### config.mk
export PLATFORM = sky130hd
export DESIGN_NAME = issue_decode
export DESIGN_NICKNAME = d
export VERILOG_FILES = /design/src/common/ooo_pkg.sv /design/src/hw/decode/issue_decode.sv
export SDC_FILE = /design/constraint.sdc
export NUM_CORES = 1
export LEC_CHECK = 0
export CAP_MARGIN = 30
export CORE_AREA = 2 2 189 191
export DETAILED_ROUTE_END_ITERATION = 16
export DIE_AREA = 0 0 191 193
export DONT_BUFFER_PORTS = 1
export SLEW_MARGIN = 20
export SYNTH_ARGS = -nofsm -noshare
export SYNTH_HDL_FRONTEND = slang
export SYNTH_SLANG_ARGS = --single-unit
export TNS_END_PERCENT = 50
### constraint.sdc
create_clock -name clk -period 3.05 [get_ports clk]
set_clock_uncertainty 0.2 [all_clocks]
set_input_delay 0.305 -clock clk [delete_from_list [all_inputs] [get_ports clk]]
set_output_delay 0.305 -clock clk [all_outputs]
set_load 0.005 [all_outputs]
### src/common/ooo_pkg.sv
`default_nettype none

package ooo_pkg;

    localparam int XLEN      = 32;
    localparam int ROB_DEPTH = 7;
    localparam int RS_DEPTH  = 4;
    localparam int NUM_REGS  = 32;

    // rv32i major opcodes
    localparam logic [6:0] OPC_ALU_R  = 7'b0110011;
    localparam logic [6:0] OPC_ALU_I  = 7'b0010011;
    localparam logic [6:0] OPC_STORE  = 7'b0100011;
    localparam logic [6:0] OPC_BRANCH = 7'b1100011;

    typedef logic [XLEN-1:0] word_t;
    typedef logic [2:0]      rob_tag_t;
    typedef logic [4:0]      reg_idx_t;

    typedef enum logic [3:0] {
        OP_ADD, OP_SUB, OP_AND, OP_OR, OP_XOR, OP_SLT,
        OP_BEQ, OP_BNE, OP_BLT, OP_STA
    } alu_op_e;

    typedef enum logic [1:0] {CLS_ALU, CLS_STORE, CLS_BRANCH} inst_class_e;

    typedef struct packed {
        logic     valid;
        alu_op_e  op;
        rob_tag_t tag;
        word_t    src1_val;
        rob_tag_t src1_tag;
        word_t    src2_val;
        rob_tag_t src2_tag;
        word_t    imm;
        logic     use_imm;
        word_t    pc;
    } issue_pkt_t;

    typedef struct packed {
        logic        valid;
        inst_class_e cls;
        reg_idx_t    rd;
        word_t       pc;
        logic        predicted_taken;
    } rob_alloc_t;

    // value is alu result, store address or resolved next pc
    typedef struct packed {
        logic     valid;
        rob_tag_t tag;
        word_t    value;
        word_t    aux;
        logic     taken;
    } cdb_t;

    typedef struct packed {
        logic     valid;
        reg_idx_t rd;
        word_t    value;
    } commit_t;

    typedef struct packed {
        logic  valid;
        word_t addr;
        word_t data;
    } store_t;

    typedef struct packed {
        logic  valid;
        logic  misbranch;
        logic  taken;
        word_t target;
    } branch_t;

endpackage

`default_nettype wire

### src/hw/decode/issue_decode.sv
`timescale 1ns/100ps
`default_nettype none

module issue_decode
    import ooo_pkg::*;
(
    input  logic       clk,
    input  logic       rst,
    input  logic       inst_valid,
    input  word_t      inst,
    input  word_t      pc,
    input  logic       predicted_taken,
    input  logic       rob_full,
    input  logic       rs_full,
    input  logic       flush_pending,
    input  rob_tag_t   alloc_tag,
    input  rob_tag_t   rf_tag1,
    input  rob_tag_t   rf_tag2,
    input  word_t      rf_val1,
    input  word_t      rf_val2,
    input  logic       rob_ready1,
    input  logic       rob_ready2,
    input  word_t      rob_val1,
    input  word_t      rob_val2,
    input  cdb_t       cdb,
    output logic       accept,
    output reg_idx_t   rs1,
    output reg_idx_t   rs2,
    output rob_tag_t   query_tag1,
    output rob_tag_t   query_tag2,
    output rob_alloc_t rob_alloc,
    output reg_idx_t   rename_rd,
    output issue_pkt_t issue
);
    inst_class_e cls;
    alu_op_e     op;
    word_t       imm;
    reg_idx_t    rd;
    logic        legal, use_imm, uses_rs2, take, redirect_q;

    function automatic logic waiting(rob_tag_t t, logic rdy, cdb_t c);
        return t != '0 && !rdy && !(c.valid && c.tag == t);
    endfunction

    // tag 0 reads the register file, else the rob, else the bus
    function automatic word_t operand(rob_tag_t t, word_t rf_v, logic rdy, word_t rob_v,
                                      cdb_t c);
        if (t == '0)
            return rf_v;
        if (rdy)
            return rob_v;
        return c.value;
    endfunction

    always_comb begin
        legal    = 1'b1;
        cls      = CLS_ALU;
        op       = OP_ADD;
        use_imm  = 1'b1;
        uses_rs2 = 1'b0;
        rd       = inst[11:7];
        imm      = {{20{inst[31]}}, inst[31:20]};
        case (inst[6:0])
            OPC_ALU_R: begin
                use_imm  = 1'b0;
                uses_rs2 = 1'b1;
                case (inst[14:12])
                    3'b000:  op = inst[30] ? OP_SUB : OP_ADD;
                    3'b010:  op = OP_SLT;
                    3'b100:  op = OP_XOR;
                    3'b110:  op = OP_OR;
                    3'b111:  op = OP_AND;
                    default: legal = 1'b0;
                endcase
                if (inst[31:25] != 7'b0 && !(inst[31:25] == 7'b0100000 && inst[14:12] == 3'b000))
                    legal = 1'b0;
            end
            OPC_ALU_I: begin
                case (inst[14:12])
                    3'b000:  op = OP_ADD;
                    3'b100:  op = OP_XOR;
                    3'b110:  op = OP_OR;
                    3'b111:  op = OP_AND;
                    default: legal = 1'b0;
                endcase
            end
            OPC_STORE: begin
                cls      = CLS_STORE;
                op       = OP_STA;
                uses_rs2 = 1'b1;
                rd       = '0;
                imm      = {{20{inst[31]}}, inst[31:25], inst[11:7]};
                legal    = inst[14:12] == 3'b010;
            end
            OPC_BRANCH: begin
                cls      = CLS_BRANCH;
                use_imm  = 1'b0;
                uses_rs2 = 1'b1;
                rd       = '0;
                imm      = {{19{inst[31]}}, inst[31], inst[7], inst[30:25], inst[11:8], 1'b0};
                case (inst[14:12])
                    3'b000:  op = OP_BEQ;
                    3'b001:  op = OP_BNE;
                    3'b100:  op = OP_BLT;
                    default: legal = 1'b0;
                endcase
            end
            default: legal = 1'b0;
        endcase
        // anything else becomes addi x0,x0,0
        if (!legal) begin
            cls      = CLS_ALU;
            op       = OP_ADD;
            use_imm  = 1'b1;
            uses_rs2 = 1'b0;
            rd       = '0;
            imm      = '0;
        end
    end

    assign rs1        = legal ? inst[19:15] : '0;
    assign rs2        = uses_rs2 ? inst[24:20] : '0;
    assign query_tag1 = rf_tag1;
    assign query_tag2 = rf_tag2;

    // the front end lands on the corrected pc one cycle after a flush
    always_ff @(posedge clk) begin
        if (rst) begin
            redirect_q <= 1'b0;
        end else begin
            redirect_q <= flush_pending;
        end
    end

    assign accept = !rob_full && !rs_full && !flush_pending && !redirect_q;
    assign take   = inst_valid && accept;

    assign rob_alloc = '{valid: take, cls: cls, rd: rd, pc: pc, predicted_taken: predicted_taken};
    assign rename_rd = rd;

    always_comb begin
        issue.valid    = take;
        issue.op       = op;
        issue.tag      = alloc_tag;
        issue.src1_tag = waiting(rf_tag1, rob_ready1, cdb) ? rf_tag1 : '0;
        issue.src1_val = operand(rf_tag1, rf_val1, rob_ready1, rob_val1, cdb);
        issue.src2_tag = waiting(rf_tag2, rob_ready2, cdb) ? rf_tag2 : '0;
        issue.src2_val = operand(rf_tag2, rf_val2, rob_ready2, rob_val2, cdb);
        issue.imm      = imm;
        issue.use_imm  = use_imm;
        issue.pc       = pc;
    end

endmodule

`default_nettype wire

==> summary by stage, run 1 <==
Power
The largest vdd supply drop is 0.0000584 V. Combinational cells account for 94.1% of the total power. The power per cell area is 86.6 nW/um^2.

The net switching power is 125 uW. Overall power consumption after layout is estimated at 239 uW. The analysis attributes to cell leakage a power of 0.951 nW. The internal power consumption is 114 uW. Net switching is 52.3% of the power.

The portion of total power attributed to sequential cells is 5.9%. In this run, the clock network consumes 0% of the power.

Placed design
Port buffering added 0 buffers. Routability-driven placement finished with a final weighted congestion of 0.838. The total placed instance area is 2760 um^2. Prior to clock tree synthesis, the placed netlist has a worst setup slack of 367 ps. The estimated wirelength of the detail-placed design is 16.4 mm.

Finish
The area growth from synthesis to layout is -5.76%. The finished cells cover 2770 um^2. The flip-flop count of the largest register, all copies and words added is 1.

Cells with a size suffix above 1 make up 11.2% of the layout. In the final layout, the registers with the most flip-flops are redirect_q x1. The most flop-heavy register is redirect_q.

The number of nets in the final layout is 602.

Synth
Counting flops with an async set or reset pin after synthesis yields a share of 0%. After synthesis the cells add up to 2930 um^2. The fraction of the mapped netlist area in simple logic gates is 17.8%. Yosys mapped a number of flops with a built-in enable equal to 0. The portion of synthesized area spent on multiplexers is 23.2%. The synthesized netlist devotes 24.1% of its cell area to compound gates. The mean instance size in the synthesized netlist is 6.74 um^2. The post-synthesis cell type with the largest combined area is sky130_fd_sc_hd__buf_4. In the post-synthesis netlist, the biggest area contributors are sky130_fd_sc_hd__buf_4 (26%), sky130_fd_sc_hd__mux2i_1 (23%), sky130_fd_sc_hd__a21oi_1 (13%). Synthesis handed over a netlist of 435 instances. After Yosys synthesis, XOR and XNOR cells account for 1.79% of the synthesized area. The synthesized netlist contains 47 unique library cells. During synthesis, Yosys emitted a total of 0 warnings. After Yosys synthesis, full adders, half adders and majority gates account for 0% of the synthesized area.

The main combinational cell family by area after synthesis is buffers and inverters. The flip-flop cell with the highest count after synthesis is sky130_fd_sc_hd__dfxtp_1. The synthesis-stage register bit count is 1.

The share of the synthesized area in the top cell type is 25.8%. The part of the Yosys area used for sequential elements is 0.682%. The net count of the mapped netlist is 714.

Timing
For the finished layout, the period the worst path requires is 2710 ps. The final max-slew violation count was 0. Setup repair after global routing left no endpoint under its margin.

The count of final hold-check violations is 0. The maximum clock frequency is 369 MHz. Of the available clock period, the critical path in the final layout requires 88.8%. Setup violations remaining at the end of the flow were counted as 0. Measured against its own limit, the worst slew margin works out to 53.2%. The transition at the pin with the smallest max-transition slack is 702 ps.

Setup total negative slack on the finished layout was measured at 0 ps. Setup slack closes at 341 ps.

Drt
The final antenna-violating net count is 0. The number of design rule violations left after detail routing is 0. The average wire length per cell after detail routing is 23.0 um. After detailed routing, the number of vias per cell comes to 3.51. The first-pass detailed-route iteration total is 4. The wire length after detailed routing is 18.0 mm. After the first detailed-routing iteration, the DRC count stood at 129. The number of vias in the routed layout is 2751.

Worst hold path
The hold path endpoint is redirect_q. The start point of the worst hold path is rst. In this run the worst hold path is classified as in -> reg. The instance count along the most critical hold path is 1.

Global routing
The wire length of the first global-routing pass is 21.8 mm. The initial antenna violation count came to 3. The total congestion overflow is 0. The number of global-route vias before repair is 2671.

The global-route total usage across every layer is 8.70%. Entering global routing, the biggest net connects 40 pins.

Setup path
The required time of the critical path is 2540 ps. The worst setup path is captured at a primary output. The worst setup path is launched from an input pin. The maximum fanout count along the critical path is 22. The arrival time of data at the critical path endpoint is 2200 ps. The worst setup path is of the in -> out kind.

Die
The die area is 36900 um^2. The initial core utilization is 8.39%. The core region is 35000 um^2. Measured along the y axis, the die boundary spans 193 um. The die is 191 um wide. The top-level port count is 485. The initialized floorplan defines 69 standard-cell rows.

Clock network
The clock-pin slew of the registers on the worst-case setup and hold paths is 0 ps. Hold repair after CTS inserted 0 buffers. In this run the post-CTS setup repair buffer count came out at 0.

The post-cts gate resize count is 0.

Status
The flow ran to the end, and the final reports show no timing, DRC or antenna violations.

Job
The tool flagged a number of max-cap violations equal to 0.
## layer usage
metal  vias up  track usage [%]  routed length (um)
li1       1176                -                   -
met1      1223             7.53                5710
met2       286             19.2               10000
met3        66            0.814                1280
met4         0             4.32                1020
met5         -                0                   0
## power groups by stage
stage | Sequential (mW) | Combinational [mW] | Clock, mW
2_1_floorplan | 0.0142 | 0.286 | 0
3_3_place_gp | 0.0142 | 0.222 | 0
3_5_place_dp | 0.0142 | 0.222 | 0
4_1_cts | 0.0142 | 0.225 | 0
5_1_grt | 0.0143 | 0.247 | 0.0000000877
6_report | 0.0142 | 0.225 | 0.0000000878
## cell families after synthesis
family / Yosys count
AOI/OAI and AO/OA: 111
xor gates and xnor gates: 6
buffers and inverters: 141
DFF: 1
muxes: 68
and+or+nand+nor: 108
## synth_stat cells (3+ instances only)
library cell / number
sky130_fd_sc_hd__and2_1: 8
sky130_fd_sc_hd__buf_6: 3
sky130_fd_sc_hd__clkbuf_1: 24
sky130_fd_sc_hd__xnor2_1: 6
sky130_fd_sc_hd__a21boi_0: 8
sky130_fd_sc_hd__nand3_1: 6
sky130_fd_sc_hd__a21oi_1: 76
sky130_fd_sc_hd__a21boi_2: 5
sky130_fd_sc_hd__nand2b_1: 3
sky130_fd_sc_hd__a211oi_1: 6
sky130_fd_sc_hd__buf_4: 101
sky130_fd_sc_hd__nor2_1: 68
sky130_fd_sc_hd__mux2i_1: 68
sky130_fd_sc_hd__inv_1: 7
sky130_fd_sc_hd__nand2_1: 5
## stage by stage
step,hold slack (ps),utilization [%],instances
after floorplan,177,-,435
after global routing,191,7.91,784
after detailed placement,181,7.89,782
after CTS,182,7.89,782
final,182,7.91,784
after global placement,181,7.86,781
## worst max path at each step
stage	startpoint	end	slack (ps)
after CTS	inst[2]	issue[141]	370
final	inst[2]	issue[141]	340
after global routing	inst[2]	rs1[3]	200
after global placement	inst[2]	issue[141]	430
after detailed placement	inst[2]	issue[141]	370
after floorplan	inst[25]	issue[46]	160
## critical path, cell delays in order
cell                        delay (ps)
sky130_fd_sc_hd__nand4bb_1         430
sky130_fd_sc_hd__a2111oi_2         690
sky130_fd_sc_hd__a31oi_4           240
sky130_fd_sc_hd__a221oi_1          530
## cell usage in the layout (no fill, tap or decap), drive strengths merged, types with 2 or more instances in the layout
cell	Yosys	final
a2111oi	2	2
a211oi	6	6
a21boi	13	13
a21oi	77	77
a2bb2oi	2	2
a41oi	2	2
and2	8	8
buf	108	20
diode	0	2
inv	7	7
mux2i	68	68
nand2	5	5
nand2b	3	3
nand3	6	6
nor2	68	68
nor2b	2	2
nor3	2	2
nor4	2	2
o21ai	3	3
or3	2	2
or4	2	2
xnor2	6	6
## final cells by class
cell class,instances,area (um^2)
Timing Repair Buffer,20,166
Antenna cell,2,5.00
Fill cell,4102,32200
Inverter,7,26.3
Sequential cell,1,20.0
Tap cell,461,577
Multi-Input combinational cell,293,1970
Power figures use the tool's default switching activity.
==> run 2, diff against run 1 <==
==> constraint.sdc (replaced) <==
create_clock -name clk -period 3.05 [get_ports clk]
set_clock_uncertainty 0.2 [all_clocks]
set_input_delay 0.1525 -clock clk [delete_from_list [all_inputs] [get_ports clk]]
set_output_delay 0.1525 -clock clk [all_outputs]
set_load 0.005 [all_outputs]
==> summary by stage, run 2 (same netlist as run 1, synthesis figures left out) <==
Status
Result of the run: finished, final reports clean (unchanged).

Setup path
The start-to-end type of the worst setup path is in -> out (unchanged). The startpoint type of the worst setup path is an input pin (unchanged). The arrival time of data at the critical path endpoint is 2030 ps (was 2200 ps). The timing startpoint of the critical path is inst[25] (was inst[2]).

The maximum fanout count along the critical path came to 5 (was 22). The required time of the critical path is 2700 ps (was 2540 ps). The type of element capturing the critical path is a primary output (unchanged). The timing endpoint of the critical path is rob_alloc[36] (was issue[141]).

Drt
The post-detailed-route via-to-cell ratio is 3.52 (was 3.51). The wire length after detailed routing is 20.0 mm (was 18.0 mm). The first-iteration detailed-routing DRC count is 108 (was 129). The number of design rule violations left after detail routing is 0 (unchanged). The final antenna-violating net count came to 0 (unchanged). The first-pass detailed-route iteration total is 4 (unchanged). The number of vias in the routed layout is 2759 (was 2751).

The average wire length per cell after detail routing came to 25.5 um (was 23.0 um).

Placed design
The placer's final routability congestion estimate was 0.849 (was 0.838). The number of port buffers is 0 (unchanged). The number of instances in the placed design was 781 (was 782). The post-placement setup slack was 634 ps (was 367 ps). The total placed instance area is 2750 um^2 (was 2760 um^2).

The estimated wirelength of the detail-placed design was 18.3 mm (was 16.4 mm).

Worst hold path
The start point of the worst hold path is rst (unchanged). The type of the worst min-delay path is in -> reg (unchanged). The instance count along the most critical hold path is 1 (unchanged).

Global routing
The total congestion overflow is 0 (unchanged). The largest net degree at the start of global routing is 65 (was 40). The initial antenna violation count is 6 (was 3).

The global-route total usage across every layer came to 9.37% (was 8.70%). The number of global-route vias before repair is 2436 (was 2671). The wire length of the first global-routing pass is 23.0 mm (was 21.8 mm).

Finish
The final standard cell utilization of the core is 7.90% (was 7.91%). The flip-flop count of the largest register, all copies and words added came to 1 (unchanged). Largest registers: redirect_q x1 (unchanged). The most flop-heavy register is redirect_q (unchanged). The number of nets in the final layout is 601 (was 602). The finished layout cell area was 2760 um^2 (was 2770 um^2). The final-layout fill cell count is 4143 (was 4102). The final cell count without fillers came to 783 (was 784). The commonest non-fill, non-tap cell in the layout was sky130_fd_sc_hd__a21oi_1 (unchanged).

Commonest cells after routing, fill and taps aside: sky130_fd_sc_hd__a21oi_1 (76), sky130_fd_sc_hd__nor2_1 (68), sky130_fd_sc_hd__mux2i_1 (68) (unchanged). The area growth from synthesis to layout was -5.84% (was -5.76%). The proportion of layout cells with a drive suffix above 1 was 11.3% (was 11.2%).

Die
The top-level port count is 485 (unchanged). The initial core utilization is 8.39% (unchanged). The die width is 191 um (unchanged). The die area is 36900 um^2 (unchanged). The height of the die came to 193 um (unchanged).

The number of cell rows is 69 (unchanged). The floorplan core area was 35000 um^2 (unchanged).

Power
The static power due to leakage is 0.947 nW (was 0.951 nW). The largest vdd supply drop was 0.0000518 V (was 0.0000584 V). The power after layout came to 248 uW (was 239 uW). The power per cell area is 89.9 nW/um^2 (was 86.6 nW/um^2).

Job
The count of maximum capacitance violations is 0 (unchanged).

Clock network
The post-cts gate resize count is 0 (unchanged). The post-cts hold buffer count is 0 (unchanged). The clock-pin slew of the registers on the worst-case setup and hold paths is 0 ps (about the same). The number of setup buffers added after CTS was 0 (unchanged).

Timing
The slack of the critical path is 666 ps (was 341 ps). The relative slew slack was 41.8% (was 53.2%). The share of the clock period used by the worst path after layout was 78.2% (was 88.8%). The clock period minus final worst setup slack is 2380 ps (was 2710 ps). The number of setup violations in the final report is 0 (unchanged). The worst hold margin came to 29.7 ps (was 182 ps). The final max-slew violation count came to 0 (unchanged). The final setup TNS is 0 ps (unchanged). The maximum clock frequency was 419 MHz (was 369 MHz). Unrepaired setup endpoints after global routing: false (unchanged). The transition at the pin with the smallest max-transition slack is 873 ps (was 702 ps).

The count of final hold-check violations is 0 (unchanged).
==> run 2: changes by cell type in the layout (fill, tap and decap cells not counted), sizes merged <==
cell  delta
buf      -1
==> run 2: area by class of cell <==
cell class | count | area (um^2) | area share, %
multi-input cells | 293 | 1980 | 71.6
flip-flops and latches | 1 | 20.0 | 0.725
well taps | 461 | 577 | 20.9
diodes | 2 | 5.00 | 0.181
repair buffers | 19 | 155 | 5.62
inverters | 7 | 26.3 | 0.951
==> run 2: where the power goes <==
| group | switching [mW] | leakage [nW] | internal (mW) | total, mW |
|---|---|---|---|---|
| clock | 0 | 0.0000127 | 0.0000000887 | 0.0000000887 |
| combinational | 0.133 | 0.939 | 0.101 | 0.234 |
| sequential | 0.000151 | 0.00834 | 0.0141 | 0.0142 |
| total | 0.133 | 0.947 | 0.115 | 0.248 |
==> run 2: critical path: stages <==
cell	delay, ps
sky130_fd_sc_hd__or4_4	540
sky130_fd_sc_hd__nor4_4	320
sky130_fd_sc_hd__nand4b_1	320
sky130_fd_sc_hd__a211oi_2	470
sky130_fd_sc_hd__buf_4	220
==> run 2: how the worst min path moves through the flow <==
stage / to / slack (ps)
global placement: redirect_q / 30
global route: redirect_q / 30
CTS: redirect_q / 30
finish: redirect_q / 30
detailed placement: redirect_q / 30
floorplan: redirect_q / 20
==> run 2: per-layer routing <==
metal / wire, um / part of all wire (%) / GRT usage [%]
met1: 6190 / 31 / 8.35
met2: 11200 / 56 / 20.2
met3: 1720 / 8.6 / 1.57
met4: 857 / 4.3 / 3.91
met5: 0 / 0 / 0
==> run 3, diff against run 2 <==
CORE_AREA = 2 2 190 192   (was 2 2 189 191)
DIE_AREA = 0 0 192 194   (was 0 0 191 193)
clock period = 2.49 ns   (was 3.05 ns; I/O delays follow)
==> summary by stage, run 3 (same netlist as run 1, synthesis figures left out) <==
Power
The power per cell area is 110 nW/um^2 (was 89.9 nW/um^2). The largest vdd supply drop is 0.0000720 V (was 0.0000518 V). The power after layout is 296 uW (was 248 uW). The static power due to leakage came to 0.899 nW (was 0.947 nW).

Finish
The number of nets in the final layout is 593 (was 601). The flip-flop count of the largest register, all copies and words added came to 1 (unchanged). The commonest non-fill, non-tap cell in the layout is sky130_fd_sc_hd__a21oi_1 (unchanged). The area growth from synthesis to layout is -8.15% (was -5.84%). The final cell count without fillers is 773 (was 783). The proportion of layout cells with a drive suffix above 1 is 8.33% (was 11.3%).

The finished layout cell area was 2700 um^2 (was 2760 um^2). Commonest cells after routing, fill and taps aside: sky130_fd_sc_hd__a21oi_1 (76), sky130_fd_sc_hd__nor2_1 (68), sky130_fd_sc_hd__mux2i_1 (68) (unchanged). Largest registers: redirect_q x1 (unchanged). The total inserted antenna cells came to 0 (was 2). The most flop-heavy register is redirect_q (unchanged).

Setup path
The startpoint type of the worst setup path is an input pin (unchanged). The required time of the critical path came to 2170 ps (was 2700 ps). The maximum fanout count along the critical path is 5 (unchanged).

The arrival time of data at the critical path endpoint is 1810 ps (was 2030 ps). The start-to-end type of the worst setup path is in -> out (unchanged). The type of element capturing the critical path is a primary output (unchanged).

Die
The height of the die was 194 um (was 193 um). The initial core utilization is 8.33% (was 8.39%). The die area is 37200 um^2 (was 36900 um^2). The number of cell rows came to 69 (unchanged).

The top-level port count is 485 (unchanged). The die width is 192 um (was 191 um). The floorplan core area is 35200 um^2 (was 35000 um^2).

Global routing
The initial antenna violation count is 9 (was 6). The met3 routing resource usage after global routing is 4.22% (was 1.57%). The peak-usage layer in the global routing report is met2 (unchanged). The met2 track demand over resource in global routing was 9.19% (was 20.2%). The total congestion overflow is 0 (unchanged). The global routing usage on met1 is 7.17% (was 8.35%).

The number of global-route vias before repair is 2297 (was 2436). The global-route total usage across every layer is 6.18% (was 9.37%). The wire length of the first global-routing pass is 17.0 mm (was 23.0 mm).

The largest net degree at the start of global routing is 59 (was 65).

Placed design
The number of instances in the placed design is 772 (was 781). The estimated wirelength of the detail-placed design is 11.8 mm (was 18.3 mm). The placer's final routability congestion estimate is 0.765 (was 0.849). The number of port buffers is 0 (unchanged). The total placed instance area is 2690 um^2 (was 2750 um^2).

Status
Result of the run: finished, final reports clean (unchanged).

Clock network
The post-cts hold buffer count is 1 (was 0). The post-cts gate resize count was 0 (unchanged). The number of setup buffers added after CTS is 0 (unchanged).

Timing
The number of setup violations in the final report was 0 (unchanged). The smallest clock period supported by the final layout is computed as 2140 ps. The final setup TNS is 0 ps (unchanged). The transition at the pin with the smallest max-transition slack is 695 ps (was 873 ps). The share of the clock period used by the worst path after layout is 85.8%. The final max-slew violation count is 0 (unchanged). Unrepaired setup endpoints after global routing: false (unchanged).

The relative slew slack is 53.2% (was 41.8%). The worst hold margin is 49.0 ps (was 29.7 ps). Static timing analysis puts the maximum clock frequency at 468 MHz.

The count of final hold-check violations is 0 (unchanged).

Drt
The final antenna-violating net count is 0 (unchanged). The number of vias in the routed layout is 2734 (was 2759). The wire length after detailed routing is 13.4 mm (was 20.0 mm). The post-detailed-route via-to-cell ratio came to 3.54 (was 3.52). The average wire length per cell after detail routing was 17.3 um (was 25.5 um).

The first-iteration detailed-routing DRC count came to 221 (was 108). The number of design rule violations left after detail routing is 0 (unchanged). The first-pass detailed-route iteration total was 5 (was 4).

Job
The count of maximum capacitance violations came to 0 (unchanged).

Worst hold path
The type of the worst min-delay path was in -> out (was in -> reg).
[run 3: cell count changes in the layout (fill, tap and decap cells not counted)]
cell and change:
sky130_fd_sc_hd__buf_4 -10, sky130_fd_sc_hd__diode_2 -2, sky130_fd_sc_hd__a211oi_1 +1, sky130_fd_sc_hd__a211oi_2 -1, sky130_fd_sc_hd__buf_6 +1, sky130_fd_sc_hd__dlygate4sd3_1 +1
sky130_fd_sc_hd__or3_2 +1, sky130_fd_sc_hd__or3_4 -1
[run 3: where the power goes]
group	internal, mW	switching, mW	total (mW)
Clock	0	0	0
Combinational	0.124	0.155	0.279
Sequential	0.0172	0.000316	0.0175
Total	0.141	0.155	0.296
[run 3: cell type report]
class | count | area (um^2)
fillers | 4161 | 32500
inverters | 7 | 26.3
multi-input cells | 293 | 1970
flip-flops and latches | 1 | 20.0
well taps | 461 | 577
repair buffers | 11 | 101
[run 3: critical path, cell delays in order]
cell	delay, ps
sky130_fd_sc_hd__or4_4	530
sky130_fd_sc_hd__nor4_4	300
sky130_fd_sc_hd__nand4b_1	320
sky130_fd_sc_hd__a211oi_1	530
[run 3: metrics by stage]
stage | worst slack [ps] | util (%)
detailed placement | 335 | 7.62
finish | 353 | 7.65
global placement | 401 | 7.59
global route | 232 | 7.65
CTS | 338 | 7.65
floorplan | 294 | -
[run 3: worst paths after layout]
path | from | to | slack, ps | cells after the start
setup / recovery | inst[25] | rob_alloc[37] | 350 | 4
hold / removal | predicted_taken | rob_alloc[0] | 50 | 0
[run 3: per-layer routing]
metal	vias to the layer above	wire, um
met5	-	114
met4	18	410
met3	65	2490
met2	227	5910
met1	1257	4480
li1	1167	-
